===== config.mk =====
export PLATFORM = sky130hd
export DESIGN_NAME = lsu_top
export DESIGN_NICKNAME = d
export VERILOG_FILES = /design/src/hw/lsu_pkg.sv /design/src/hw/data_mem.sv /design/src/hw/load_unit.sv /design/src/hw/ls_arbiter.sv /design/src/hw/lsu_top.sv /design/src/hw/str_alloc.sv /design/src/hw/str_drain.sv /design/src/hw/str_entry.sv
export VERILOG_INCLUDE_DIRS = /design/src /design/src/hw
export SDC_FILE = /design/constraint.sdc
export NUM_CORES = 2
export LEC_CHECK = 0
export BUFFER_PORTS_ARGS = -buffer_cell sky130_fd_sc_hd__buf_2
export CORE_ASPECT_RATIO = 1.5
export CORE_MARGIN = 1.5
export CORE_UTILIZATION = 30
export CTS_CLUSTER_DIAMETER = 150
export DETAILED_ROUTE_END_ITERATION = 16
export GPL_TIMING_DRIVEN = 0
export PLACE_DENSITY = 0.51
export SYNTH_ARGS = -nofsm -noshare
export SYNTH_HDL_FRONTEND = slang
export SYNTH_SLANG_ARGS = --single-unit

===== constraint.sdc =====
create_clock -name clk -period 5.5 [get_ports clk]
set_input_delay 0.55 -clock clk [delete_from_list [all_inputs] [get_ports clk]]
set_output_delay 0.55 -clock clk [all_outputs]
set_load 0.005 [all_outputs]

===== src/hw/lsu_cfg.svh =====
`ifndef LSU_CFG_SVH
`define LSU_CFG_SVH

////////////////////
// Store queue
////////////////////

`define LSU_SQ_DEPTH 4

////////////////////
// Datapath widths
////////////////////

`define LSU_ADDR_W 16
`define LSU_DATA_W 16
`define LSU_TAG_W  6

// 256 words, indexed by the low address bits
`define LSU_MEM_AW  8
// Enable to done
`define LSU_MEM_LAT 3

`endif


===== src/hw/lsu_pkg.sv =====
`include "lsu_cfg.svh"

package lsu_pkg;

   // Load or store address
   typedef logic [`LSU_ADDR_W-1:0] addr_t;

   // Data word
   typedef logic [`LSU_DATA_W-1:0] data_t;

   // Instruction tag
   typedef logic [`LSU_TAG_W-1:0] tag_t;

   // Queue pointer, top bit is the wrap flag
   typedef logic [$clog2(`LSU_SQ_DEPTH):0] sq_ptr_t;

endpackage


===== src/hw/data_mem.sv =====
`timescale 1ns/1ps
`include "lsu_cfg.svh"

module data_mem (
   input  logic                   clk,
   input  logic                   rst_n,
   input  logic                   mem_en,
   input  logic                   mem_we,
   input  logic [`LSU_ADDR_W-1:0] mem_addr,
   input  logic [`LSU_DATA_W-1:0] mem_wdata,
   output logic                   mem_done,
   output logic [`LSU_DATA_W-1:0] mem_rdata
);

   localparam int WORDS = 1 << `LSU_MEM_AW;
   localparam int LAT   = `LSU_MEM_LAT;

   logic [`LSU_DATA_W-1:0] mem [WORDS] = '{default: '0};
   logic [LAT-1:0]         lat_sr;
   logic [`LSU_MEM_AW-1:0] idx;

   // Word index from the low address bits
   assign idx = mem_addr[`LSU_MEM_AW-1:0];

   // Array access at enable
   always_ff @(posedge clk) begin
      if (mem_en && mem_we) begin
         mem[idx] <= mem_wdata;
      end
      if (mem_en && !mem_we) begin
         mem_rdata <= mem[idx];
      end
   end

   // Fixed latency to done
   always_ff @(posedge clk) begin
      if (!rst_n) begin
         lat_sr <= '0;
      end else begin
         lat_sr[0] <= mem_en;
         for (int i = 1; i < LAT; i++) begin
            lat_sr[i] <= lat_sr[i-1];
         end
      end
   end

   assign mem_done = lat_sr[LAT-1];

endmodule


===== src/hw/load_unit.sv =====
`timescale 1ns/1ps

module load_unit (
   input  logic           clk,
   input  logic           rst_n,
   input  logic           ld_req,
   input  lsu_pkg::addr_t ld_addr,
   input  lsu_pkg::tag_t  ld_tag,
   input  logic           fwd_hit,
   input  lsu_pkg::data_t fwd_data,
   input  logic           ld_grnt,
   input  logic           mem_done,
   input  lsu_pkg::data_t mem_rdata,
   output logic           ld_busy,
   output logic           ld_mem_req,
   output lsu_pkg::addr_t ld_mem_addr,
   output logic           ld_vld,
   output lsu_pkg::data_t ld_data,
   output lsu_pkg::tag_t  ld_tag_out
);
   import lsu_pkg::*;

   typedef enum logic [1:0] {
      ls_idle,
      ls_lookup,
      ls_mem_wait,
      ls_reply
   } ld_state_e;

   ld_state_e state;
   addr_t     addr_r;
   tag_t      tag_r;
   data_t     data_r;
   logic      rd_back;

   // Memory read finished under our own grant
   assign rd_back = (state == ls_mem_wait) && ld_grnt && mem_done;

   ////////////////////
   // Load FSM
   ////////////////////

   always_ff @(posedge clk) begin
      if (!rst_n) begin
         state <= ls_idle;
      end else begin
         case (state)
            ls_idle: begin
               if (ld_req) begin
                  state <= ls_lookup;
               end
            end
            // Search result is registered and visible here
            ls_lookup: begin
               state <= fwd_hit ? ls_reply : ls_mem_wait;
            end
            ls_mem_wait: begin
               if (rd_back) begin
                  state <= ls_reply;
               end
            end
            ls_reply: begin
               state <= ls_idle;
            end
            default: begin
               state <= ls_idle;
            end
         endcase
      end
   end

   // Request capture and result
   always_ff @(posedge clk) begin
      if ((state == ls_idle) && ld_req) begin
         addr_r <= ld_addr;
         tag_r  <= ld_tag;
      end
      if ((state == ls_lookup) && fwd_hit) begin
         data_r <= fwd_data;
      end else if (rd_back) begin
         data_r <= mem_rdata;
      end
   end

   assign ld_busy     = (state != ls_idle);
   // Ask for the port already in lookup on a miss
   assign ld_mem_req  = ((state == ls_lookup) && !fwd_hit) ||
                        ((state == ls_mem_wait) && !ld_grnt);
   assign ld_mem_addr = addr_r;
   assign ld_vld      = (state == ls_reply);
   assign ld_data     = data_r;
   assign ld_tag_out  = tag_r;

endmodule


===== src/hw/ls_arbiter.sv =====
`timescale 1ns/1ps

module ls_arbiter (
   input  logic clk,
   input  logic rst_n,
   input  logic ld_mem_req,
   input  logic iss_req,
   input  logic mem_done,
   output logic ld_grnt,
   output logic st_grnt,
   output logic addr_sel,
   output logic mem_en,
   output logic mem_we,
   output logic st_done
);

   typedef enum logic {
      arb_idle,
      arb_busy
   } arb_state_e;

   arb_state_e state;

   always_ff @(posedge clk) begin
      if (!rst_n) begin
         state   <= arb_idle;
         ld_grnt <= 1'b0;
         st_grnt <= 1'b0;
         mem_en  <= 1'b0;
         mem_we  <= 1'b0;
      end else begin
         // Enable is a single cycle per grant
         mem_en <= 1'b0;
         mem_we <= 1'b0;
         case (state)
            arb_idle: begin
               // Loads first
               if (ld_mem_req) begin
                  ld_grnt <= 1'b1;
                  mem_en  <= 1'b1;
                  state   <= arb_busy;
               end else if (iss_req) begin
                  st_grnt <= 1'b1;
                  mem_en  <= 1'b1;
                  mem_we  <= 1'b1;
                  state   <= arb_busy;
               end
            end
            arb_busy: begin
               if (mem_done) begin
                  ld_grnt <= 1'b0;
                  st_grnt <= 1'b0;
                  state   <= arb_idle;
               end
            end
            default: begin
               state <= arb_idle;
            end
         endcase
      end
   end

   assign addr_sel = st_grnt;
   assign st_done  = st_grnt && mem_done;

endmodule


===== src/hw/lsu_top.sv =====
`timescale 1ns/1ps
`include "lsu_cfg.svh"

module lsu_top (
   input  logic           clk,
   input  logic           rst_n,
   input  logic           st_alloc,
   input  lsu_pkg::addr_t st_addr,
   input  lsu_pkg::data_t st_data,
   input  lsu_pkg::tag_t  st_tag,
   input  logic           st_cmmt,
   input  logic           flsh,
   input  logic           ld_req,
   input  lsu_pkg::addr_t ld_addr,
   input  lsu_pkg::tag_t  ld_tag,
   output logic           stll,
   output logic           ld_vld,
   output lsu_pkg::data_t ld_data,
   output lsu_pkg::tag_t  ld_tag_out,
   output logic           st_iss,
   output lsu_pkg::tag_t  st_iss_tag
);
   import lsu_pkg::*;

   localparam int DEPTH = `LSU_SQ_DEPTH;

   logic [DEPTH-1:0]             wr_en;
   logic [DEPTH-1:0]             cmmt_en;
   logic [DEPTH-1:0]             clr_en;
   sq_ptr_t                      head_ptr;
   logic                         sq_full;
   logic [DEPTH-1:0]             e_vld;
   logic [DEPTH-1:0]             e_cmtd;
   logic [DEPTH*`LSU_ADDR_W-1:0] e_addr;
   logic [DEPTH*`LSU_DATA_W-1:0] e_data;
   logic [DEPTH*`LSU_TAG_W-1:0]  e_tag;
   logic                         fwd_hit;
   data_t                        fwd_data;
   logic                         iss_req;
   addr_t                        iss_addr;
   data_t                        iss_data;
   tag_t                         iss_tag;
   logic                         ld_busy;
   logic                         ld_mem_req;
   addr_t                        ld_mem_addr;
   logic                         ld_grnt;
   logic                         addr_sel;
   logic                         mem_en;
   logic                         mem_we;
   logic                         st_done;
   logic                         mem_done;
   data_t                        mem_rdata;
   addr_t                        mem_addr;

   ////////////////////
   // Store queue
   ////////////////////

   str_alloc u_alloc (
      .clk      (clk),
      .rst_n    (rst_n),
      .st_alloc (st_alloc),
      .st_cmmt  (st_cmmt),
      .flsh     (flsh),
      .st_done  (st_done),
      .wr_en    (wr_en),
      .cmmt_en  (cmmt_en),
      .clr_en   (clr_en),
      .head_ptr (head_ptr),
      .sq_full  (sq_full)
   );

   for (genvar i = 0; i < DEPTH; i++) begin : g_sq
      str_entry u_entry (
         .clk     (clk),
         .rst_n   (rst_n),
         .wr_en   (wr_en[i]),
         .cmmt_en (cmmt_en[i]),
         .clr_en  (clr_en[i]),
         .flsh    (flsh),
         .wr_addr (st_addr),
         .wr_data (st_data),
         .wr_tag  (st_tag),
         .vld     (e_vld[i]),
         .cmtd    (e_cmtd[i]),
         .addr    (e_addr[i*`LSU_ADDR_W +: `LSU_ADDR_W]),
         .data    (e_data[i*`LSU_DATA_W +: `LSU_DATA_W]),
         .tag     (e_tag[i*`LSU_TAG_W +: `LSU_TAG_W])
      );
   end

   str_drain u_drain (
      .clk      (clk),
      .rst_n    (rst_n),
      .ld_req   (ld_req),
      .ld_addr  (ld_addr),
      .head_ptr (head_ptr),
      .e_vld    (e_vld),
      .e_cmtd   (e_cmtd),
      .e_addr   (e_addr),
      .e_data   (e_data),
      .e_tag    (e_tag),
      .fwd_hit  (fwd_hit),
      .fwd_data (fwd_data),
      .iss_req  (iss_req),
      .iss_addr (iss_addr),
      .iss_data (iss_data),
      .iss_tag  (iss_tag)
   );

   ////////////////////
   // Loads and memory
   ////////////////////

   load_unit u_load (
      .clk         (clk),
      .rst_n       (rst_n),
      .ld_req      (ld_req),
      .ld_addr     (ld_addr),
      .ld_tag      (ld_tag),
      .fwd_hit     (fwd_hit),
      .fwd_data    (fwd_data),
      .ld_grnt     (ld_grnt),
      .mem_done    (mem_done),
      .mem_rdata   (mem_rdata),
      .ld_busy     (ld_busy),
      .ld_mem_req  (ld_mem_req),
      .ld_mem_addr (ld_mem_addr),
      .ld_vld      (ld_vld),
      .ld_data     (ld_data),
      .ld_tag_out  (ld_tag_out)
   );

   ls_arbiter u_arb (
      .clk        (clk),
      .rst_n      (rst_n),
      .ld_mem_req (ld_mem_req),
      .iss_req    (iss_req),
      .mem_done   (mem_done),
      .ld_grnt    (ld_grnt),
      .st_grnt    (),
      .addr_sel   (addr_sel),
      .mem_en     (mem_en),
      .mem_we     (mem_we),
      .st_done    (st_done)
   );

   // Store address while the store holds the port
   assign mem_addr = addr_sel ? iss_addr : ld_mem_addr;

   data_mem u_mem (
      .clk       (clk),
      .rst_n     (rst_n),
      .mem_en    (mem_en),
      .mem_we    (mem_we),
      .mem_addr  (mem_addr),
      .mem_wdata (iss_data),
      .mem_done  (mem_done),
      .mem_rdata (mem_rdata)
   );

   assign stll       = sq_full | ld_busy;
   assign st_iss     = st_done;
   assign st_iss_tag = iss_tag;

endmodule


===== src/hw/str_alloc.sv =====
`timescale 1ns/1ps
`include "lsu_cfg.svh"

module str_alloc (
   input  logic                     clk,
   input  logic                     rst_n,
   input  logic                     st_alloc,
   input  logic                     st_cmmt,
   input  logic                     flsh,
   input  logic                     st_done,
   output logic [`LSU_SQ_DEPTH-1:0] wr_en,
   output logic [`LSU_SQ_DEPTH-1:0] cmmt_en,
   output logic [`LSU_SQ_DEPTH-1:0] clr_en,
   output lsu_pkg::sq_ptr_t         head_ptr,
   output logic                     sq_full
);
   import lsu_pkg::*;

   localparam int IDX_W = $clog2(`LSU_SQ_DEPTH);

   sq_ptr_t cmt_ptr;
   sq_ptr_t tail_ptr;
   sq_ptr_t cmt_nxt;
   logic    do_alloc;
   logic    do_cmmt;

   // A store arriving together with a flush is dropped
   assign do_alloc = st_alloc && !sq_full && !flsh;
   // Nothing to commit when every allocated store is committed
   assign do_cmmt  = st_cmmt && (cmt_ptr != tail_ptr);
   assign cmt_nxt  = do_cmmt ? cmt_ptr + 1'b1 : cmt_ptr;

   // One-hot slot enables
   always_comb begin
      wr_en   = '0;
      cmmt_en = '0;
      clr_en  = '0;
      wr_en[tail_ptr[IDX_W-1:0]]  = do_alloc;
      cmmt_en[cmt_ptr[IDX_W-1:0]] = do_cmmt;
      clr_en[head_ptr[IDX_W-1:0]] = st_done;
   end

   ////////////////////
   // Pointers
   ////////////////////

   always_ff @(posedge clk) begin
      if (!rst_n) begin
         head_ptr <= '0;
         cmt_ptr  <= '0;
         tail_ptr <= '0;
      end else begin
         if (st_done) begin
            head_ptr <= head_ptr + 1'b1;
         end
         cmt_ptr <= cmt_nxt;
         // Flush pulls the tail back over the uncommitted stores
         if (flsh) begin
            tail_ptr <= cmt_nxt;
         end else if (do_alloc) begin
            tail_ptr <= tail_ptr + 1'b1;
         end
      end
   end

   assign sq_full = (head_ptr[IDX_W-1:0] == tail_ptr[IDX_W-1:0]) &&
                    (head_ptr[IDX_W] != tail_ptr[IDX_W]);

endmodule


===== src/hw/str_drain.sv =====
`timescale 1ns/1ps
`include "lsu_cfg.svh"

module str_drain (
   input  logic                                 clk,
   input  logic                                 rst_n,
   input  logic                                 ld_req,
   input  lsu_pkg::addr_t                       ld_addr,
   input  lsu_pkg::sq_ptr_t                     head_ptr,
   input  logic [`LSU_SQ_DEPTH-1:0]             e_vld,
   input  logic [`LSU_SQ_DEPTH-1:0]             e_cmtd,
   input  logic [`LSU_SQ_DEPTH*`LSU_ADDR_W-1:0] e_addr,
   input  logic [`LSU_SQ_DEPTH*`LSU_DATA_W-1:0] e_data,
   input  logic [`LSU_SQ_DEPTH*`LSU_TAG_W-1:0]  e_tag,
   output logic                                 fwd_hit,
   output lsu_pkg::data_t                       fwd_data,
   output logic                                 iss_req,
   output lsu_pkg::addr_t                       iss_addr,
   output lsu_pkg::data_t                       iss_data,
   output lsu_pkg::tag_t                        iss_tag
);
   import lsu_pkg::*;

   localparam int DEPTH = `LSU_SQ_DEPTH;
   localparam int IDX_W = $clog2(DEPTH);

   logic [IDX_W-1:0] head_idx;
   logic [IDX_W-1:0] scan_idx;
   logic             srch_hit;
   data_t            srch_data;

   assign head_idx = head_ptr[IDX_W-1:0];

   ////////////////////
   // Forwarding search
   ////////////////////

   // Valid slots run contiguously from the head, so scanning oldest to
   // youngest and keeping the last match yields the youngest store
   always_comb begin
      srch_hit  = 1'b0;
      srch_data = '0;
      scan_idx  = head_idx;
      for (int k = 0; k < DEPTH; k++) begin
         scan_idx = head_idx + IDX_W'(k);
         if (e_vld[scan_idx] &&
             (e_addr[scan_idx*`LSU_ADDR_W +: `LSU_ADDR_W] == ld_addr)) begin
            srch_hit  = 1'b1;
            srch_data = e_data[scan_idx*`LSU_DATA_W +: `LSU_DATA_W];
         end
      end
   end

   always_ff @(posedge clk) begin
      if (!rst_n) begin
         fwd_hit <= 1'b0;
      end else begin
         fwd_hit <= ld_req && srch_hit;
      end
   end

   always_ff @(posedge clk) begin
      if (ld_req) begin
         fwd_data <= srch_data;
      end
   end

   ////////////////////
   // Store issue
   ////////////////////

   // Oldest store goes out once committed
   assign iss_req  = e_vld[head_idx] && e_cmtd[head_idx];
   assign iss_addr = e_addr[head_idx*`LSU_ADDR_W +: `LSU_ADDR_W];
   assign iss_data = e_data[head_idx*`LSU_DATA_W +: `LSU_DATA_W];
   assign iss_tag  = e_tag[head_idx*`LSU_TAG_W +: `LSU_TAG_W];

endmodule


===== src/hw/str_entry.sv =====
`timescale 1ns/1ps

module str_entry (
   input  logic           clk,
   input  logic           rst_n,
   input  logic           wr_en,
   input  logic           cmmt_en,
   input  logic           clr_en,
   input  logic           flsh,
   input  lsu_pkg::addr_t wr_addr,
   input  lsu_pkg::data_t wr_data,
   input  lsu_pkg::tag_t  wr_tag,
   output logic           vld,
   output logic           cmtd,
   output lsu_pkg::addr_t addr,
   output lsu_pkg::data_t data,
   output lsu_pkg::tag_t  tag
);
   import lsu_pkg::*;

   addr_t addr_r;
   data_t data_r;
   tag_t  tag_r;

   // Slot state
   always_ff @(posedge clk) begin
      if (!rst_n) begin
         vld  <= 1'b0;
         cmtd <= 1'b0;
      end else if (clr_en) begin
         // Written to memory, slot is free again
         vld  <= 1'b0;
         cmtd <= 1'b0;
      end else if (wr_en) begin
         vld  <= 1'b1;
         cmtd <= 1'b0;
      end else begin
         if (cmmt_en) begin
            cmtd <= 1'b1;
         end
         // A commit on the flush edge still counts
         if (flsh && !cmtd && !cmmt_en) begin
            vld <= 1'b0;
         end
      end
   end

   // Store payload
   always_ff @(posedge clk) begin
      if (wr_en) begin
         addr_r <= wr_addr;
         data_r <= wr_data;
         tag_r  <= wr_tag;
      end
   end

   assign addr = addr_r;
   assign data = data_r;
   assign tag  = tag_r;

endmodule

**After elaboration in Yosys (flattened, before gate mapping)**

Memories as Yosys holds them, arrays and structs flattened. A register that Yosys moved wholly into a read port is not among the register bits.
Cells that the tools add are included.

- Register bits after elaboration: 226
- Memory bits (writable): 4,096
- Input port bits: 66
- Output and inout port bits: 31
- Logic and storage cells: 202
- Memories kept: 1

- Add/subtract/negate cells: 6
- $mul: 1
- $lt $le $gt $ge: 9
- Eq/ne operators: 16
- Shift-type cells: 9
- Mux-type cells: 54
- Bitwise gates (word level): 6
- Reduce and logical (&&, ||, !) cells: 65

Memory list:

| name | words | bits a word | rd ports | clocked after Yosys merged registers in | wr ports | line | text |
|---|---|---|---|---|---|---|---|
| u_mem.mem | 256 | 16 | 1 | 1 | 1 | data_mem.sv:18 | `` logic [`LSU_DATA_W-1:0] mem [WORDS] = '{default: '0}; `` |

Operators with widths:

| kind | count |
|---|---|
| indexed part select 64 x 7 -> 16 bit | 8 |
| two-way mux 16 bit | 6 |
| == test 16 bit | 4 |
| logical AND 1 bit | 30 |
| two-way mux 1 bit | 30 |
| indexed part select 24 x 6 -> 6 bit | 1 |
| less-than comparator 2 x 3 -> 1 bit (second input constant) | 6 |
| OR reduction 3 bit | 5 |
| nonzero test 2 bit | 7 |
| zero test 1 bit | 13 |
| AND 4 bit | 3 |
| binary-select mux 1 bit (select 2 bit) | 5 |
| OR reduction 2 bit | 5 |
| adder 3 x 1 -> 3 bit (second input constant) | 3 |
| two-way mux 3 bit | 3 |
| two-way mux 8 bit | 1 |
| inequality test 2 bit (second input constant) | 4 |
| case mux 2 bit (4 select lines) | 1 |
| demux 1 bit (select 2 bit) | 3 |
| greater-or-equal comparator 2 x 1 -> 1 bit (second input constant) | 3 |
| case mux 1 bit (2 select lines) | 3 |
| adder 2 bit (second input constant) | 2 |
| == test 2 bit (second input constant) | 2 |
| multiplier 2 x 2 -> 4 bit (second input constant) | 1 |
| other kinds (13) | 17 |

**Depth between registers and ports, before layout**

- Depth in word-level cells: 9
- Gate-level depth with buffers: 18
- Mapped depth without buffers: 10

**Hierarchy**

A second synthesis with hierarchy kept.

- Cell total of the unflattened synthesis: 7,588
- Area total of the unflattened synthesis: 168,359.0 um2

By module, submodules not included:

| module | instances | cells each | area each (um2) | seq. area each (um2) |
|---|---|---|---|---|
| data_mem | 1 | 6,711 | 155,315.2 | 123,538.5 |
| str_drain | 1 | 496 | 5,345.1 | 500.5 |
| str_entry | 4 | 46 | 1,226.2 | 1,181.1 |
| load_unit | 1 | 81 | 1,585.3 | 1,181.1 |
| str_alloc | 1 | 82 | 770.7 | 180.2 |
| lsu_top | 1 | 19 | 255.2 | 0.0 |
| ls_arbiter | 1 | 15 | 182.7 | 100.1 |

**Least setup slack after synthesis**

Ideal clock, no wire load.

- Path type: register to register
- Start point: register u_alloc.head_ptr[1]
- End point: register u_drain.fwd_data[10] (data pin)
- Setup time: 0.260 ns
- Arrival time: 4.554 ns
- Required time: 5.240 ns
- Path slack: 0.687 ns
- Cell stages (with the launch flop): 18
- Path buffers: 8
- Period minus slack after synthesis: 4.813 ns
- Cells stage by stage: dfxtp_1 -> buf_6 -> buf_6 -> buf_2 -> buf_2 -> buf_2 -> buf_1 -> inv_1 -> ha_1 -> buf_6 -> mux4_2 -> xor2_1 -> nor4_2 -> nand4_4 -> buf_6 -> mux2_1 -> mux2_2 -> mux2_2

- Cells in the longest elaborated chain, start to end: 7
- Elaborated cells between the ends (all ways): 31
- Classes of those cells: add/sub: 3; eq/ne: 4; shift: 8; mux: 12; reduce/logical: 4

Ends and longest elaborated chain:

| item | line | text |
|---|---|---|
| from (decl) | str_alloc.sv:14 | `output lsu_pkg::sq_ptr_t head_ptr,` |
| from (signal assigned) | str_alloc.sv:54 | `head_ptr <= head_ptr + 1'b1;` |
| adder 2 x 1 -> 2 bit, or another cell as far along | str_drain.sv:45 | `scan_idx = head_idx + IDX_W'(k);` |
| indexed part select 64 x 7 -> 16 bit, or another cell as far along | str_drain.sv:47 | `` (e_addr[scan_idx*`LSU_ADDR_W +: `LSU_ADDR_W] == ld_addr)) begin `` |
| == test 16 bit, or another cell as far along | str_drain.sv:47 |  |
| logical AND 1 bit / two-way mux 16 bit (equally long branches) | str_drain.sv:46 | `if (e_vld[scan_idx] &&` |
| two-way mux 16 bit (2 in series) | str_drain.sv:46 |  |
| two-way mux 16 bit * | str_drain.sv:46 |  |
| named net u_drain.srch_data[10] | str_drain.sv:30 | `data_t srch_data;` |
| to (signal assigned) | str_drain.sv:64 | `fwd_data <= srch_data;` |
| to (decl) | str_drain.sv:16 | `output lsu_pkg::data_t fwd_data,` |

The timed path passes the listed nets; every way through them passes the cells marked *. The select of a mux whose other input is x is not followed.
A chain may end at the register's enable or synchronous reset.

**Worst setup path after layout**

- Start point: register u_alloc.head_ptr[0]
- End point: register u_mem.mem_rdata[13] (read register of u_mem.mem) (data pin)

- Cells in the longest elaborated chain, start to end: 2

Ends and longest elaborated chain:

| item | line | text |
|---|---|---|
| indexed part select 64 x 7 -> 16 bit | str_drain.sv:74 | `` assign iss_addr = e_addr[head_idx*`LSU_ADDR_W +: `LSU_ADDR_W]; `` |
| two-way mux 8 bit | lsu_top.sv:149 | `assign mem_addr = addr_sel ? iss_addr : ld_mem_addr;` |
| to (decl) | data_mem.sv:12 | `` output logic [`LSU_DATA_W-1:0] mem_rdata `` |

Every way passes these cells.

==> results.sh <==
export IMPL_status="finished with violations"
export IMPL_violations="capacitance limit, slew limit, setup timing"
export IMPL_fin_cells=18800
export IMPL_synth_xor_area_share_pct=0.397
export IMPL_synth_top_area_share_pct=77.2
export IMPL_slew_viol_final=11
export IMPL_syn_nets=10200
export IMPL_io_buffers=93
export IMPL_arrival_ns=6.19
export IMPL_final_nets=11100
export IMPL_finalHoldWorstSlack_ns=0.0495
export IMPL_critPathSlowestCell="o41ai_4"
export IMPL_hpwl_um=464000
export IMPL_cts_tree="yes"
export IMPL_wl_per_cell_um=34.7
export IMPL_drt_iter0_markers=14200
export IMPL_die_height_um=918
export IMPL_drc=0
export IMPL_fp_dieW_um=613
export IMPL_clk_latency_ns=1.02
export IMPL_synth_enable_flop_cells=4310
export IMPL_cts_sinks=4338
export IMPL_period_share_pct=105
export IMPL_initial_core_util_pct=30.1
export IMPL_die_area_um2=563000
export IMPL_setup_viol=28
export IMPL_critical_path_required_ns=5.94
export IMPL_synth_top_family_by_area="compound AO/OA/AOI/OAI gates"
export IMPL_worstPathMaxFanout=10
export IMPL_fin_skew_ns=0.0830
export IMPL_setup_tns_final_ns=-2.20
export IMPL_p_leak_nw=59.3
export IMPL_drive_gt1_share_pct=17.4
export IMPL_yosysWarnings=0
export IMPL_max_slew_margin_pct=-7.51
export IMPL_std_cell_rows=336
export IMPL_netlist_area_um2=168000
export IMPL_fin_ws_ns=-0.251
export IMPL_grt_pass1_vias=103000
export IMPL_drv_cap=1
export IMPL_async_flop_share_pct=0
export IMPL_min_path_type="input pin to flop"
export IMPL_numPlacedInstances=18000
export IMPL_synth_seq_cells=4338
export IMPL_max_freq_mhz=174
export IMPL_synthAdderAreaFrac_pct=0.127
export IMPL_cts_buffers=393
export IMPL_syn_inst=10100
export IMPL_yosys_area_share_simple_pct=3.80
export IMPL_totalWireLength_um=653000
export IMPL_hold_violations=0
export IMPL_synth_compound_area_share_pct=13.6
export IMPL_yosysUniqueCellTypes=53
export IMPL_gp_congestion=0.998
export IMPL_grt_start_max_net_pins=75
export IMPL_htreeDepth=5
export IMPL_clockBufferDepth=4
export IMPL_ir_drop_mv=0.262
export IMPL_grt_first_pass_wirelength_um=875000
export IMPL_start_kind="flop"
export IMPL_vias=104000
export IMPL_routed_via_density=5.55
export IMPL_worst_path_largest_cell_delay_ns=1.17
export IMPL_grt_remaining_overflow=0
export IMPL_clk_pin_slew_worst_paths_ns=0.07
export IMPL_antenna_found_initial=46
export IMPL_clockRootBuffer="clkbuf_16"
export IMPL_power_density_nw_per_um2=406
export IMPL_core_um2=557000
export IMPL_preCtsSetupSlack_ns=-2.33
export IMPL_rsz0062_at_grt="true"
export IMPL_critPathCaptureType="flop"
export IMPL_ant_nets=0
export IMPL_tightest_slew_ns=1.61
export IMPL_synth_area_leader_cell="edfxtp_1"
export IMPL_synth_top_cells_by_area="edfxtp_1, a222oi_1, o21ai_0, a21o_1, a41oi_1"
export IMPL_synth_ff_type="edfxtp_1"
export IMPL_syn2layout_area_growth_pct=19.1
export IMPL_synth_mux_area_fraction_pct=2.43
export IMPL_post_route_util_pct=35.8
export IMPL_path_cells="buf_12 -> buf_16 -> mux4_2 -> mux2_2 -> nand2_2 -> buf_8 -> buf_6 -> a21o_1 -> a41oi_4 -> o41ai_4 -> nand4_1"
export IMPL_avgSynthCellArea_um2=16.5
export IMPL_io_pins=97
export IMPL_grt_usage_pct=22.6
export IMPL_period_needed_ns=5.75
export IMPL_first_pass_iters=14
export IMPL_ys_seq_area_share_pct=77.6
export IMPL_path_class="flop to flop"
## sequential cells by signal (all words and copies together), names as in the netlist, 2 cells and up
signal              count
u_load.ld_data         16
u_load.state            2
u_alloc.tail_ptr        3
u_alloc.cmt_ptr         3
u_mem.mem_rdata        16
g_sq.u_entry.tag       24
u_alloc.head_ptr        3
g_sq.u_entry.addr      64
u_load.ld_mem_addr      8
u_mem.lat_sr            3
g_sq.u_entry.cmtd       4
g_sq.u_entry.data      64
g_sq.u_entry.vld        4
u_mem.mem            4096
u_drain.fwd_data       16
u_load.ld_tag_out       6
## per-layer routing
| metal | global-route usage (%) | vias up | wire (um) |
|---|---|---|---|
| met5 | 0.00851 | - | 186 |
| met4 | 18.0 | 26 | 63600 |
| met3 | 4.00 | 1487 | 46200 |
| met1 | 24.2 | 54200 | 217000 |
| met2 | 39.1 | 5247 | 326000 |
| li1 | - | 43400 | - |
## placed cells by master (no fill, tap or decap), drive strengths merged, types with 19 or more instances in the layout
cell type | synthesis | routed
nand3 | 19 | 19
clkinvlp | 0 | 25
nor2 | 285 | 285
clkbuf | 596 | 1060
a222oi | 640 | 640
nand4 | 27 | 27
nand2 | 1078 | 1078
o21ai | 1155 | 1155
bufinv | 0 | 39
xnor2 | 54 | 54
nor4 | 100 | 100
a21o | 640 | 640
mux4 | 139 | 139
xor2 | 22 | 22
a41oi | 545 | 545
clkinv | 1 | 169
mux2 | 73 | 73
inv | 12 | 26
o22ai | 48 | 48
dlygate4sd3 | 0 | 54
diode | 0 | 39
dfxtp | 28 | 28
edfxtp | 4310 | 4310
o31ai | 48 | 48
buf | 212 | 626
## cell type report
class / instances / area, um2
fill: 52500 / 357000
sequential: 4338 / 130000
multi-input combinational: 4990 / 36500
clock buffer: 473 / 10400
tap: 7436 / 9300
timing repair buffer: 473 / 6860
buffer: 798 / 4030
clock inverter: 246 / 2360
antenna: 39 / 97.6
inverter: 13 / 52.6
## cells by family after synthesis
logic type,after synthesis
AOI/OAI and AO/OA,3114
xor gates and xnor gates,76
adders and majority gates,17
buffers and inverters,821
DFF,4338
muxes,223
and+or+nand+nor,1560
## power breakdown
part | switching (mW) | total [mW] | internal, mW | leakage, nW
registers | 0.106 | 37.0 | 36.9 | 39.0
logic | 12.1 | 16.0 | 3.94 | 14.1
clock network | 12.7 | 28.0 | 15.3 | 6.17
## worst paths after layout
kind                                         start                                to  slack (ns)  cells after the start
setup / recovery  u_alloc.head_ptr[0]$_SDFFE_PN0P_     u_mem.mem_rdata[13]$_DFFE_PP_       -0.25                     11
hold reg to reg         u_mem.lat_sr[0]$_SDFF_PN0_        u_mem.lat_sr[1]$_SDFF_PN0_        0.44                      1
hold / removal                                flsh  u_alloc.tail_ptr[0]$_SDFFE_PN0P_        0.05                      3
setup reg to reg  u_alloc.head_ptr[0]$_SDFFE_PN0P_     u_mem.mem_rdata[13]$_DFFE_PP_       -0.25                     11
## synthesized netlist by cell type, types with 3 or more instances
master / n
ha_1: 17
or2_1: 3
nand3_1: 19
buf_4: 6
a21oi_1: 11
o41ai_2: 17
mux2i_1: 11
buf_1: 11
mux2_2: 61
a222oi_1: 640
dfxtp_1: 28
a211oi_1: 3
a41oi_1: 545
mux2_1: 10
and2_1: 11
edfxtp_1: 4310
and3_1: 17
nand2_1: 1078
o31ai_1: 48
o21ai_0: 1154
a21o_1: 640
nor2b_1: 3
nand4_1: 25
nor4_1: 98
nor2_1: 285
o22ai_1: 48
buf_2: 181
nor3_1: 8
inv_1: 12
clkbuf_1: 596
buf_6: 14
xor2_1: 22
mux4_2: 139
xnor2_1: 54
## per-stage QoR
step / total power, mW / cell area [um2]
finish: 81.0 / 200000
global route: 82.4 / 200000
CTS: 80.8 / 199000
detailed placement: 52.7 / 184000
global placement: 52.2 / 177000
floorplan: 44.1 / 168000
## timing repair
action	in CTS	in global routing
gates resized for setup	457	67
endpoints found under the setup margin	3554	16
endpoints found under the hold margin	172	0
cloned	0	1
hold buffers	54	0
buffers inserted	12	8
pin swaps	64	18
## worst max-delay path: cells and delay by family (launching register included)
family / cells / cell delay, ns
mux: 2 / 1.08
compound gates: 3 / 1.67
flops: 1 / 0.37
simple gates: 2 / 1.13
buf+inv: 4 / 0.93
Note: power is estimated with default switching activity, not from simulation.
